$ cat src/rtl/cpuPkg.sv
`default_nettype none

package cpuPkg;

    // bit 6 of the opcode marks instructions that take the immediate as operand b
    localparam int IMM_BIT = 6;

    typedef enum logic [7:0] {
        ADD_R = 8'h00,
        SUB_R = 8'h01,
        AND_R = 8'h02,
        OR_R  = 8'h03,
        XOR_R = 8'h04,
        BRZ   = 8'h10,
        RETI  = 8'h11,
        NOP   = 8'h12,
        ADD_I = 8'h40,
        SUB_I = 8'h41,
        SHL_I = 8'h45,
        SHR_I = 8'h46,
        SAR_I = 8'h47,
        LDD   = 8'h48,
        LDBS  = 8'h49,
        LDBU  = 8'h4a,
        LDWS  = 8'h4b,
        LDWU  = 8'h4c,
        STD   = 8'h4d
    } opcodes;

    typedef enum logic [2:0] {
        FETCH,
        FETCHWAIT,
        DECODE,
        EXECUTE,
        MEMORY,
        MEMWAIT,
        INTERRUPT
    } states;

    typedef struct packed {
        opcodes             opcode;
        logic [3:0]         rd;
        logic [3:0]         rs;
        logic signed [15:0] imm;
    } instruction;

    typedef enum logic [2:0] {
        NO_WRITE,
        RESULT_WR,
        LINK_WR,
        DWORD_WR,
        SBYTE_WR,
        SWORD_WR,
        UBYTE_WR,
        UWORD_WR
    } regWriteSel;

    typedef enum logic [2:0] {
        ALU_ADD,
        ALU_SUB,
        ALU_AND,
        ALU_OR,
        ALU_XOR,
        ALU_SHL,
        ALU_SHR,
        ALU_SAR
    } aluOp;

    typedef enum logic [2:0] {
        PC_HOLD,
        PC_INC,
        PC_BRANCH,
        PC_VECTOR,
        PC_EPC
    } pcSel;

    typedef struct packed {
        logic        valid;
        logic        write;
        logic [31:0] addr;
        logic [31:0] wdata;
    } memReq;

    typedef struct packed {
        logic        valid;
        logic [31:0] rdata;
    } memRsp;

    typedef struct packed {
        logic start;
        logic write;
        logic fetch;
    } memCmd;

    localparam logic [3:0] LINK_REG = 4'd14;

endpackage

`default_nettype wire

$ cat src/rtl/alu.sv
`timescale 1ns/10ps
`default_nettype none

module alu (
    input  logic         clk,
    input  logic         reset,
    input  cpuPkg::aluOp op,
    input  logic [31:0]  a,
    input  logic [31:0]  b,
    input  logic         useImm,
    input  logic [15:0]  imm,
    output logic [31:0]  result,
    output logic         zero
);

    logic [31:0] operandB;
    logic [4:0]  shamt;
    logic [31:0] resultNext;

    assign operandB = useImm ? {{16{imm[15]}}, imm} : b;
    assign shamt    = operandB[4:0];

    always_comb begin
        case (op)
            cpuPkg::ALU_ADD: resultNext = a + operandB;
            cpuPkg::ALU_SUB: resultNext = a - operandB;
            cpuPkg::ALU_AND: resultNext = a & operandB;
            cpuPkg::ALU_OR:  resultNext = a | operandB;
            cpuPkg::ALU_XOR: resultNext = a ^ operandB;
            cpuPkg::ALU_SHL: resultNext = a << shamt;
            cpuPkg::ALU_SHR: resultNext = a >> shamt;
            cpuPkg::ALU_SAR: resultNext = $signed(a) >>> shamt;
            default:         resultNext = a + operandB;
        endcase
    end

    // operands stay put until the next fetch, so the value after EXECUTE holds
    always_ff @(posedge clk or posedge reset) begin
        if (reset)
            result <= 32'd0;
        else
            result <= resultNext;
    end

    // branch test on rs
    assign zero = (a == 32'd0);

endmodule

`default_nettype wire

$ cat src/rtl/cpuController.sv
`timescale 1ns/10ps
`default_nettype none

module cpuController (
    input  logic               clk,
    input  logic               reset,
    input  logic               irq,
    input  logic               memDone,
    input  logic               zero,
    input  logic [31:0]        fetchedWord,
    output cpuPkg::instruction instr,
    output cpuPkg::states      state,
    output cpuPkg::memCmd      memCmdOut,
    output cpuPkg::aluOp       aluOpOut,
    output cpuPkg::pcSel       pcSelOut,
    output logic               step
);

    cpuPkg::states nextState;
    logic          intActive;
    logic          isMemOp;
    logic          complete;

    assign isMemOp = instr.opcode inside {cpuPkg::LDD, cpuPkg::LDBS, cpuPkg::LDBU,
                                          cpuPkg::LDWS, cpuPkg::LDWU, cpuPkg::STD};

    // only the two wait states can stall
    assign step = !((state == cpuPkg::FETCHWAIT || state == cpuPkg::MEMWAIT) && !memDone);

    assign memCmdOut = '{start: (state == cpuPkg::FETCH || state == cpuPkg::MEMORY),
                         write: (state == cpuPkg::MEMORY && instr.opcode == cpuPkg::STD),
                         fetch: (state == cpuPkg::FETCH)};

    always_comb begin
        case (instr.opcode)
            cpuPkg::SUB_R,
            cpuPkg::SUB_I: aluOpOut = cpuPkg::ALU_SUB;
            cpuPkg::AND_R: aluOpOut = cpuPkg::ALU_AND;
            cpuPkg::OR_R:  aluOpOut = cpuPkg::ALU_OR;
            cpuPkg::XOR_R: aluOpOut = cpuPkg::ALU_XOR;
            cpuPkg::SHL_I: aluOpOut = cpuPkg::ALU_SHL;
            cpuPkg::SHR_I: aluOpOut = cpuPkg::ALU_SHR;
            cpuPkg::SAR_I: aluOpOut = cpuPkg::ALU_SAR;
            // adds also form load and store addresses
            default:       aluOpOut = cpuPkg::ALU_ADD;
        endcase
    end

    always_comb begin
        nextState = state;
        pcSelOut  = cpuPkg::PC_HOLD;
        complete  = 1'b0;
        case (state)
            cpuPkg::FETCH:     nextState = cpuPkg::FETCHWAIT;
            cpuPkg::FETCHWAIT: if (memDone) nextState = cpuPkg::DECODE;
            cpuPkg::DECODE:    nextState = cpuPkg::EXECUTE;
            cpuPkg::EXECUTE: begin
                if (isMemOp) begin
                    nextState = cpuPkg::MEMORY;
                end else begin
                    complete = 1'b1;
                    if (instr.opcode == cpuPkg::BRZ && zero)
                        pcSelOut = cpuPkg::PC_BRANCH;
                    else if (instr.opcode == cpuPkg::RETI)
                        pcSelOut = cpuPkg::PC_EPC;
                    else
                        pcSelOut = cpuPkg::PC_INC;
                end
            end
            cpuPkg::MEMORY:    nextState = cpuPkg::MEMWAIT;
            cpuPkg::MEMWAIT: begin
                if (memDone) begin
                    complete = 1'b1;
                    pcSelOut = cpuPkg::PC_INC;
                end
            end
            cpuPkg::INTERRUPT: begin
                nextState = cpuPkg::FETCH;
                pcSelOut  = cpuPkg::PC_VECTOR;
            end
            default:           nextState = cpuPkg::FETCH;
        endcase
        // irq sampled at the instruction boundary
        if (complete)
            nextState = (irq && !intActive) ? cpuPkg::INTERRUPT : cpuPkg::FETCH;
    end

    always_ff @(posedge clk or posedge reset) begin
        if (reset) begin
            state     <= cpuPkg::FETCH;
            intActive <= 1'b0;
        end else begin
            state <= nextState;
            if (nextState == cpuPkg::INTERRUPT)
                intActive <= 1'b1;
            else if (state == cpuPkg::EXECUTE && instr.opcode == cpuPkg::RETI)
                intActive <= 1'b0;
        end
    end

    always_ff @(posedge clk) begin
        if (state == cpuPkg::FETCHWAIT && memDone)
            instr <= cpuPkg::instruction'(fetchedWord);
    end

    // a response may only end a wait state
    doneInWaitState: assert property (@(posedge clk) disable iff (reset)
        memDone |-> state inside {cpuPkg::FETCHWAIT, cpuPkg::MEMWAIT});

    stateKnown: assert property (@(posedge clk) disable iff (reset)
        !$isunknown(state));

endmodule

`default_nettype wire

$ cat src/rtl/cpuCore.sv
`timescale 1ns/10ps
`default_nettype none

module cpuCore #(
    parameter logic [31:0] RESET_VECTOR = 32'h0000_0000,
    parameter logic [31:0] IRQ_VECTOR   = 32'h0000_0100,
    parameter int          MEM_CREDITS  = 2
) (
    input  logic          clk,
    input  logic          reset,
    input  logic          irq,
    output cpuPkg::memReq memReqOut,
    input  cpuPkg::memRsp memRspIn,
    input  logic          creditReturn
);

    cpuPkg::instruction instr;
    cpuPkg::states      state;
    cpuPkg::memCmd      memCmdSig;
    cpuPkg::aluOp       aluOpSig;
    cpuPkg::pcSel       pcSelSig;
    cpuPkg::regWriteSel writeSel;
    logic               step;
    logic               memDone;
    logic               zero;
    logic [3:0]         writeAddr;
    logic [31:0]        fetchedWord;
    logic [31:0]        loadData;
    logic [31:0]        result;
    logic [31:0]        rsData;
    logic [31:0]        rdData;
    logic [31:0]        pc;
    logic [31:0]        linkAddr;

    cpuController controller (
        .clk(clk), .reset(reset), .irq(irq), .memDone(memDone), .zero(zero),
        .fetchedWord(fetchedWord), .instr(instr), .state(state), .memCmdOut(memCmdSig),
        .aluOpOut(aluOpSig), .pcSelOut(pcSelSig), .step(step)
    );

    regfileWriteControl writeControl (
        .clk(clk), .reset(reset), .enable(step), .instr(instr), .state(state),
        .conditionResult(zero), .writeSel(writeSel), .writeAddr(writeAddr)
    );

    registerFile regs (
        .clk(clk), .reset(reset), .rs(instr.rs), .rd(instr.rd), .writeSel(writeSel),
        .writeAddr(writeAddr), .result(result), .linkAddr(linkAddr), .loadData(loadData),
        .rsData(rsData), .rdData(rdData)
    );

    // immediate forms are flagged in the opcode itself
    alu aluUnit (
        .clk(clk), .reset(reset), .op(aluOpSig), .a(rsData), .b(rdData),
        .useImm(instr.opcode[cpuPkg::IMM_BIT]), .imm(instr.imm),
        .result(result), .zero(zero)
    );

    programCounter #(.RESET_VECTOR(RESET_VECTOR), .IRQ_VECTOR(IRQ_VECTOR)) pcUnit (
        .clk(clk), .reset(reset), .sel(pcSelSig), .offset(instr.imm),
        .pc(pc), .linkAddr(linkAddr)
    );

    memPort #(.MEM_CREDITS(MEM_CREDITS)) port (
        .clk(clk), .reset(reset), .cmd(memCmdSig), .pc(pc), .addr(result),
        .storeData(rdData), .memReqOut(memReqOut), .memRspIn(memRspIn),
        .creditReturn(creditReturn), .memDone(memDone), .fetchedWord(fetchedWord),
        .loadData(loadData)
    );

endmodule

`default_nettype wire

$ cat src/rtl/memPort.sv
`timescale 1ns/10ps
`default_nettype none

module memPort #(
    parameter int MEM_CREDITS = 2
) (
    input  logic          clk,
    input  logic          reset,
    input  cpuPkg::memCmd cmd,
    input  logic [31:0]   pc,
    input  logic [31:0]   addr,
    input  logic [31:0]   storeData,
    output cpuPkg::memReq memReqOut,
    input  cpuPkg::memRsp memRspIn,
    input  logic          creditReturn,
    output logic          memDone,
    output logic [31:0]   fetchedWord,
    output logic [31:0]   loadData
);

    localparam int CW = $clog2(MEM_CREDITS + 1);

    logic [CW-1:0] creditCount;
    logic          pending;
    cpuPkg::memCmd heldCmd;
    cpuPkg::memCmd activeCmd;
    logic          issue;
    logic          reqValid;
    logic          reqWrite;
    logic [31:0]   reqAddr;
    logic [31:0]   reqData;
    logic          expectFetch;
    logic          expectWrite;

    assign activeCmd = pending ? heldCmd : cmd;
    // back-pressure while no credit is held
    assign issue     = (pending || cmd.start) && creditCount != '0 && !reqValid;
    assign memReqOut = '{valid: reqValid, write: reqWrite, addr: reqAddr, wdata: reqData};

    always_ff @(posedge clk or posedge reset) begin
        if (reset) begin
            creditCount <= CW'(MEM_CREDITS);
            pending     <= 1'b0;
            reqValid    <= 1'b0;
            memDone     <= 1'b0;
        end else begin
            creditCount <= creditCount + CW'(creditReturn) - CW'(reqValid);
            reqValid    <= issue;
            memDone     <= memRspIn.valid;
            if (issue)
                pending <= 1'b0;
            else if (cmd.start)
                pending <= 1'b1;
        end
    end

    always_ff @(posedge clk) begin
        if (cmd.start)
            heldCmd <= cmd;
        if (issue) begin
            reqWrite    <= activeCmd.write;
            reqAddr     <= activeCmd.fetch ? pc : addr;
            reqData     <= storeData;
            expectFetch <= activeCmd.fetch;
            expectWrite <= activeCmd.write;
        end
        // store responses carry no data
        if (memRspIn.valid) begin
            if (expectFetch)
                fetchedWord <= memRspIn.rdata;
            else if (!expectWrite)
                loadData <= memRspIn.rdata;
        end
    end

    noIssueWithoutCredit: assert property (@(posedge clk) disable iff (reset)
        reqValid |-> creditCount != '0);

    creditBound: assert property (@(posedge clk) disable iff (reset)
        creditCount <= MEM_CREDITS);

endmodule

`default_nettype wire

$ cat src/rtl/programCounter.sv
`timescale 1ns/10ps
`default_nettype none

module programCounter #(
    parameter logic [31:0] RESET_VECTOR = 32'h0000_0000,
    parameter logic [31:0] IRQ_VECTOR   = 32'h0000_0100
) (
    input  logic         clk,
    input  logic         reset,
    input  cpuPkg::pcSel sel,
    input  logic [15:0]  offset,
    output logic [31:0]  pc,
    output logic [31:0]  linkAddr
);

    logic [31:0] epc;
    logic [31:0] pcInc;
    logic [31:0] branchTarget;

    assign pcInc        = pc + 32'd4;
    assign branchTarget = pcInc + {{14{offset[15]}}, offset, 2'b00};
    assign linkAddr     = pcInc;

    always_ff @(posedge clk or posedge reset) begin
        if (reset) begin
            pc <= RESET_VECTOR;
        end else begin
            case (sel)
                cpuPkg::PC_INC:    pc <= pcInc;
                cpuPkg::PC_BRANCH: pc <= branchTarget;
                cpuPkg::PC_VECTOR: pc <= IRQ_VECTOR;
                cpuPkg::PC_EPC:    pc <= epc;
                default:           pc <= pc;
            endcase
        end
    end

    // pc has already advanced past the last instruction when the vector is taken
    always_ff @(posedge clk) begin
        if (sel == cpuPkg::PC_VECTOR)
            epc <= pc;
    end

endmodule

`default_nettype wire

$ cat src/rtl/regfileWriteControl.sv
`timescale 1ns/10ps
`default_nettype none

module regfileWriteControl (
    input  logic               clk,
    input  logic               reset,
    input  logic               enable,
    input  cpuPkg::instruction instr,
    input  cpuPkg::states      state,
    input  logic               conditionResult,
    output cpuPkg::regWriteSel writeSel,
    output logic [3:0]         writeAddr
);

    cpuPkg::regWriteSel selNext;
    logic [3:0]         addrNext;

    always_comb begin
        selNext  = cpuPkg::NO_WRITE;
        addrNext = instr.rd;
        case (state)
            cpuPkg::DECODE: begin
                // link only when the branch is taken
                if (instr.opcode == cpuPkg::BRZ && conditionResult) begin
                    selNext  = cpuPkg::LINK_WR;
                    addrNext = cpuPkg::LINK_REG;
                end
            end
            cpuPkg::EXECUTE: begin
                case (instr.opcode)
                    cpuPkg::ADD_R, cpuPkg::ADD_I,
                    cpuPkg::SUB_R, cpuPkg::SUB_I,
                    cpuPkg::AND_R, cpuPkg::OR_R, cpuPkg::XOR_R,
                    cpuPkg::SHL_I, cpuPkg::SHR_I, cpuPkg::SAR_I: selNext = cpuPkg::RESULT_WR;
                    default:                                    selNext = cpuPkg::NO_WRITE;
                endcase
            end
            cpuPkg::MEMWAIT: begin
                case (instr.opcode)
                    cpuPkg::LDD:  selNext = cpuPkg::DWORD_WR;
                    cpuPkg::LDBS: selNext = cpuPkg::SBYTE_WR;
                    cpuPkg::LDBU: selNext = cpuPkg::UBYTE_WR;
                    cpuPkg::LDWS: selNext = cpuPkg::SWORD_WR;
                    cpuPkg::LDWU: selNext = cpuPkg::UWORD_WR;
                    default:      selNext = cpuPkg::NO_WRITE;
                endcase
            end
            default: selNext = cpuPkg::NO_WRITE;
        endcase
    end

    // holds while stalled
    always_ff @(posedge clk or posedge reset) begin
        if (reset) begin
            writeSel  <= cpuPkg::NO_WRITE;
            writeAddr <= 4'd0;
        end else if (enable) begin
            writeSel  <= selNext;
            writeAddr <= addrNext;
        end
    end

endmodule

`default_nettype wire

$ cat src/rtl/registerFile.sv
`timescale 1ns/10ps
`default_nettype none

module registerFile (
    input  logic               clk,
    input  logic               reset,
    input  logic [3:0]         rs,
    input  logic [3:0]         rd,
    input  cpuPkg::regWriteSel writeSel,
    input  logic [3:0]         writeAddr,
    input  logic [31:0]        result,
    input  logic [31:0]        linkAddr,
    input  logic [31:0]        loadData,
    output logic [31:0]        rsData,
    output logic [31:0]        rdData
);

    logic [31:0] regs [16];
    logic [31:0] writeData;

    // load extension from the low bits of the response word
    always_comb begin
        case (writeSel)
            cpuPkg::RESULT_WR: writeData = result;
            cpuPkg::LINK_WR:   writeData = linkAddr;
            cpuPkg::DWORD_WR:  writeData = loadData;
            cpuPkg::SBYTE_WR:  writeData = {{24{loadData[7]}}, loadData[7:0]};
            cpuPkg::UBYTE_WR:  writeData = {24'd0, loadData[7:0]};
            cpuPkg::SWORD_WR:  writeData = {{16{loadData[15]}}, loadData[15:0]};
            cpuPkg::UWORD_WR:  writeData = {16'd0, loadData[15:0]};
            default:           writeData = result;
        endcase
    end

    always_ff @(posedge clk or posedge reset) begin
        if (reset) begin
            for (int i = 0; i < 16; i++) begin
                regs[i] <= 32'd0;
            end
        end else if (writeSel != cpuPkg::NO_WRITE) begin
            regs[writeAddr] <= writeData;
        end
    end

    assign rsData = regs[rs];
    assign rdData = regs[rd];

endmodule

`default_nettype wire

$ cat config.mk
export PLATFORM = sky130hd
export DESIGN_NAME = cpuCore
export DESIGN_NICKNAME = d
export VERILOG_FILES = /design/src/rtl/cpuPkg.sv /design/src/rtl/alu.sv /design/src/rtl/cpuController.sv /design/src/rtl/cpuCore.sv /design/src/rtl/memPort.sv /design/src/rtl/programCounter.sv /design/src/rtl/regfileWriteControl.sv /design/src/rtl/registerFile.sv
export SDC_FILE = /design/constraint.sdc
export NUM_CORES = 2
export LEC_CHECK = 0
export CORE_UTILIZATION = 36
export DETAILED_ROUTE_END_ITERATION = 10
export DONT_BUFFER_PORTS = 1
export PLACE_DENSITY_LB_ADDON = 0.3
export SYNTH_ARGS = -nofsm -noshare
export SYNTH_HDL_FRONTEND = slang
export SYNTH_SLANG_ARGS = --single-unit
$ cat constraint.sdc
create_clock -name clk -period 22.6 [get_ports clk]
set_input_delay 3.39 -clock clk [delete_from_list [all_inputs] [get_ports clk]]
set_output_delay 3.39 -clock clk [all_outputs]
set_load 0.02 [all_outputs]
==> results_dict.tcl <==
set metrics [dict create \
    antenna_found_initial 7 \
    dieArea_mm2 0.1315 \
    ant_nets 0 \
    rsz0062_at_grt "false" \
    via_count 37930 \
    hpwl_mm 128.6 \
    cts_buffer_depth 3 \
    syn2layout_area_growth_pct 9.698 \
    maxSlewHeadroom 0.08862 \
    die_w_um 362.6 \
    synth_area_mm2 0.04682 \
    tns_ns 0 \
    hold_class "reg -> reg" \
    path_common_cell "buf_4" \
    hold_violations 0 \
    avgRoutedWirePerCell_um 29.98 \
    yosys_most_used_dff "dfrtp_1" \
    track_usage 0.2800 \
    grt_pass1_vias 36460 \
    port_buffers 0 \
    drt-pass1-iter-count 6 \
    slowest_stage "buf_4" \
    synth_simple_gate_area_frac 0.1147 \
    grt_max_degree 135 \
    cts_buffers 88 \
    cp-start-kind "register" \
    holdPathStages 0 \
    drc 0 \
    vdd_drop_max_uv 80.26 \
    core-area_mm2 0.1283 \
    maxCapViolCount 0 \
    drtIter0Drc 4426 \
    gp_congestion 1.071 \
    cts_resized 0 \
    start_util 0.3648 \
    worstSetupPathType "reg -> reg" \
    grt-ovfl-total 0 \
    crit_arrival_ns 9.46 \
    syn-mean-instance-area_um2 10.34 \
    io_pins 103 \
    synth-compound-area-share 0.1764 \
    multi_input_area_mm2 0.02423 \
    cts_hold_buffers 0 \
    total_leakage_power_nw 21.09 \
    period_minus_slack_ns 8.869 \
    drv_slew 0 \
    synth_cell_type_count 104 \
    setup_viol_count_final 0 \
    cts_setup_buffers 0 \
    nets 4534 \
    synthesis.nets 4697 \
    period_share 0.3924 \
    total_power_w 0.008487 \
    insertion_delay_ns 0.73 \
    synth-xor-area-share 0.02002 \
    synthAdderAreaFrac 0.03533 \
    synth-seq-area-share 0.4422 \
    rr_worst_depth 23 \
    fin_hold_ws_ns 0.4101 \
    path_cells "buf_4 > buf_4 > buf_4 > mux4_2 > nand2b_1 > a31o_2 > nor2_2 > buf_4 > inv_1 > buf_4 > nor2_1 > a31oi_1 > xnor2_1 > ha_1 > a2111o_1 > o2111a_1 > o211a_1 > a21o_1 > o41ai_1 > nor2_1 > a311oi_1 > xor2_1 > o211ai_1" \
    cts_tree "built" \
    synth_edf_count 196 \
    path_clk_slew_ns 0.06 \
    drive_gt1_frac 0.1380 \
    yosysWarnings 0 \
    synth.area.mux_share 0.1670 \
    fin_worst_skew_ns 0.04429 \
    row_count 131 \
    end_kind "register" \
    powerDensity_mw_per_mm2 165.2 \
    worst_slew_pin_slew_ns 1.358 \
    status "completed" \
    htreeDepth 3 \
    post-route-util 0.4002 \
    syn-instance-count 4529 \
    die_h_um 362.6 \
    routed_wl_mm 185.1 \
    max_stage_delay_ns 0.75 \
    fillerInstances 12420 \
    seqCellArea_mm2 0.02070 \
    fmax_ghz 0.1128 \
    cp.required_ns 23.19 \
    via_per_inst 6.143 \
    synth-async-reset-ratio 0.7513 \
    cts_sinks 788 \
    cts-root-buf "clkbuf_16" \
    ys_ff_latch 788 \
    synth_top_family_by_area "compound AO/OA/AOI/OAI gates" \
    critPathMaxFanout 47 \
    grt_pass1_wl_mm 268.0 \
]
cells by family (layout without fill, tap and decap cells):
logic type,after synthesis,in the layout
AO/OA/AOI/OAI,1364,1364
XOR/XNOR,107,107
adder cells (fa/ha/maj),131,131
buffers and inverters,460,373
flip-flops,788,788
multiplexers,434,434
other,0,4
AND/OR/NAND/NOR,1245,1245
registers in the layout, indices dropped and copies added, names as in the netlist:
signal and flops:
port.reqWrite 1, pcUnit.epc 32, pcUnit.pc 32, port.reqAddr 32
writeControl.writeSel 3, writeControl.writeAddr 4, port.memDone 1, port.fetchedWord 32
port.loadData 32, port.expectFetch 1, port.reqData 32, regs.regs 512
port.creditCount 2, controller.state 3, aluUnit.result 32, port.heldCmd 2
controller.intActive 1, port.pending 1, port.reqValid 1, controller.instr 32
cell usage after synthesis (18+ instances only):
cell type    n  area, um2
a211oi_1    34      255.2
a22oi_1     30      225.2
o211ai_1    38      285.3
mux4_1      22      578.1
a21o_1      43      322.8
ha_1       129       1614
nand3_1     73      365.4
nand4_1     18      112.6
a22o_1      20      175.2
a221oi_1    65      569.3
clkbuf_1   246      923.4
o21ai_0    690       3453
inv_1      101      379.1
buf_2       43      215.2
nor2_1     226      848.3
mux2i_1    122       1221
or3_1       20      125.1
mux2_2      44      495.5
dfrtp_1    591      14790
a31oi_1     39      244.0
buf_4       18      135.1
mux4_2     244       5495
a21oi_1    194      970.9
and3_1      23      143.9
edfxtp_1   196       5886
nand2_1    727       2729
xnor2_1     86      753.2
nor3_1      43      215.2
nand2b_1    29      181.4
o22ai_1     34      212.7
nor2b_1     22      137.6
xor2_1      21      183.9
per-layer routing:
| layer | wire length, um | global-route usage | vias to the layer above |
|---|---|---|---|
| li1 | - | - | 16480 |
| met4 | 9869 | 0.1360 | 6 |
| met3 | 15860 | 0.05802 | 384 |
| met2 | 81730 | 0.4248 | 1906 |
| met5 | 40 | 0 | - |
| met1 | 77630 | 0.3807 | 19150 |
cells in the final DEF, fill, tap and decap left out, types with 44 or more instances in the layout:
master     Yosys  routed
mux2i_1      122     121
inv_1        101      98
a21oi_1      194     187
buf_4         18      95
clkbuf_16      0      89
edfxtp_1     196     196
nor2_1       226     225
nand2_1      727     721
ha_1         129     129
nand3_1       73      68
mux2_2        44      44
dfrtp_1      591     591
mux4_2       244     244
a221oi_1      65      65
xnor2_1       86      86
o21ai_0      690     685
area by class of cell:
type	count	share of cell area
flip-flops and latches	788	0.4031
diodes	4	0.0001949
inverters	109	0.008161
repair buffers	98	0.01506
multi-input cells	3281	0.4717
well taps	1729	0.04212
clock inverters	41	0.009769
clock buffers	125	0.04989
final timing paths:
kind	from	endpoint	slack (ns)
min in group asynchronous	reset	regs.regs[89]$_DFFE_PP0P_	2.61
max reg2reg	controller.instr[21]$_DFFE_PP_	aluUnit.result[30]$_DFF_PP0_	13.73
max in group asynchronous	reset	regs.regs[482]$_DFFE_PP0P_	17.25
min reg2reg	port.fetchedWord[19]$_DFFE_PP_	controller.instr[19]$_DFFE_PP_	0.41
max	controller.instr[21]$_DFFE_PP_	aluUnit.result[30]$_DFF_PP0_	13.73
min	port.fetchedWord[19]$_DFFE_PP_	controller.instr[19]$_DFFE_PP_	0.41
metrics by stage:
stage / cells / area, um2 / worst slack [ns]
2_1_floorplan: 4529 / 46820 / 2.644
3_3_place_gp: 6005 / 48290 / 14.02
3_5_place_dp: 6005 / 48290 / 13.92
4_1_cts: 6171 / 51350 / 13.88
5_1_grt: 6172 / 51350 / 13.26
6_report: 6175 / 51360 / 13.73
critical path, delay by kind of cell (launching register included):
kind                     cells  cell delay [ns]
multiplexers                 1             0.39
buffers and inverters        6             2.59
AND/OR/NAND/NOR              4             1.23
adder cells (fa/ha/maj)      1             0.37
XOR/XNOR                     2             0.37
flip-flops                   1             0.59
AO/OA/AOI/OAI                9             3.04
power by group:
group | internal, W | leakage [nW] | total [W] | switching, W
logic | 0.00154 | 10.2 | 0.00433 | 0.00279
registers | 0.00208 | 9.41 | 0.00263 | 0.000554
clock network | 0.000879 | 1.51 | 0.00153 | 0.000648
total | 0.00449 | 21.1 | 0.00849 | 0.00399
No activity file was read; power rests on OpenSTA's default activity.
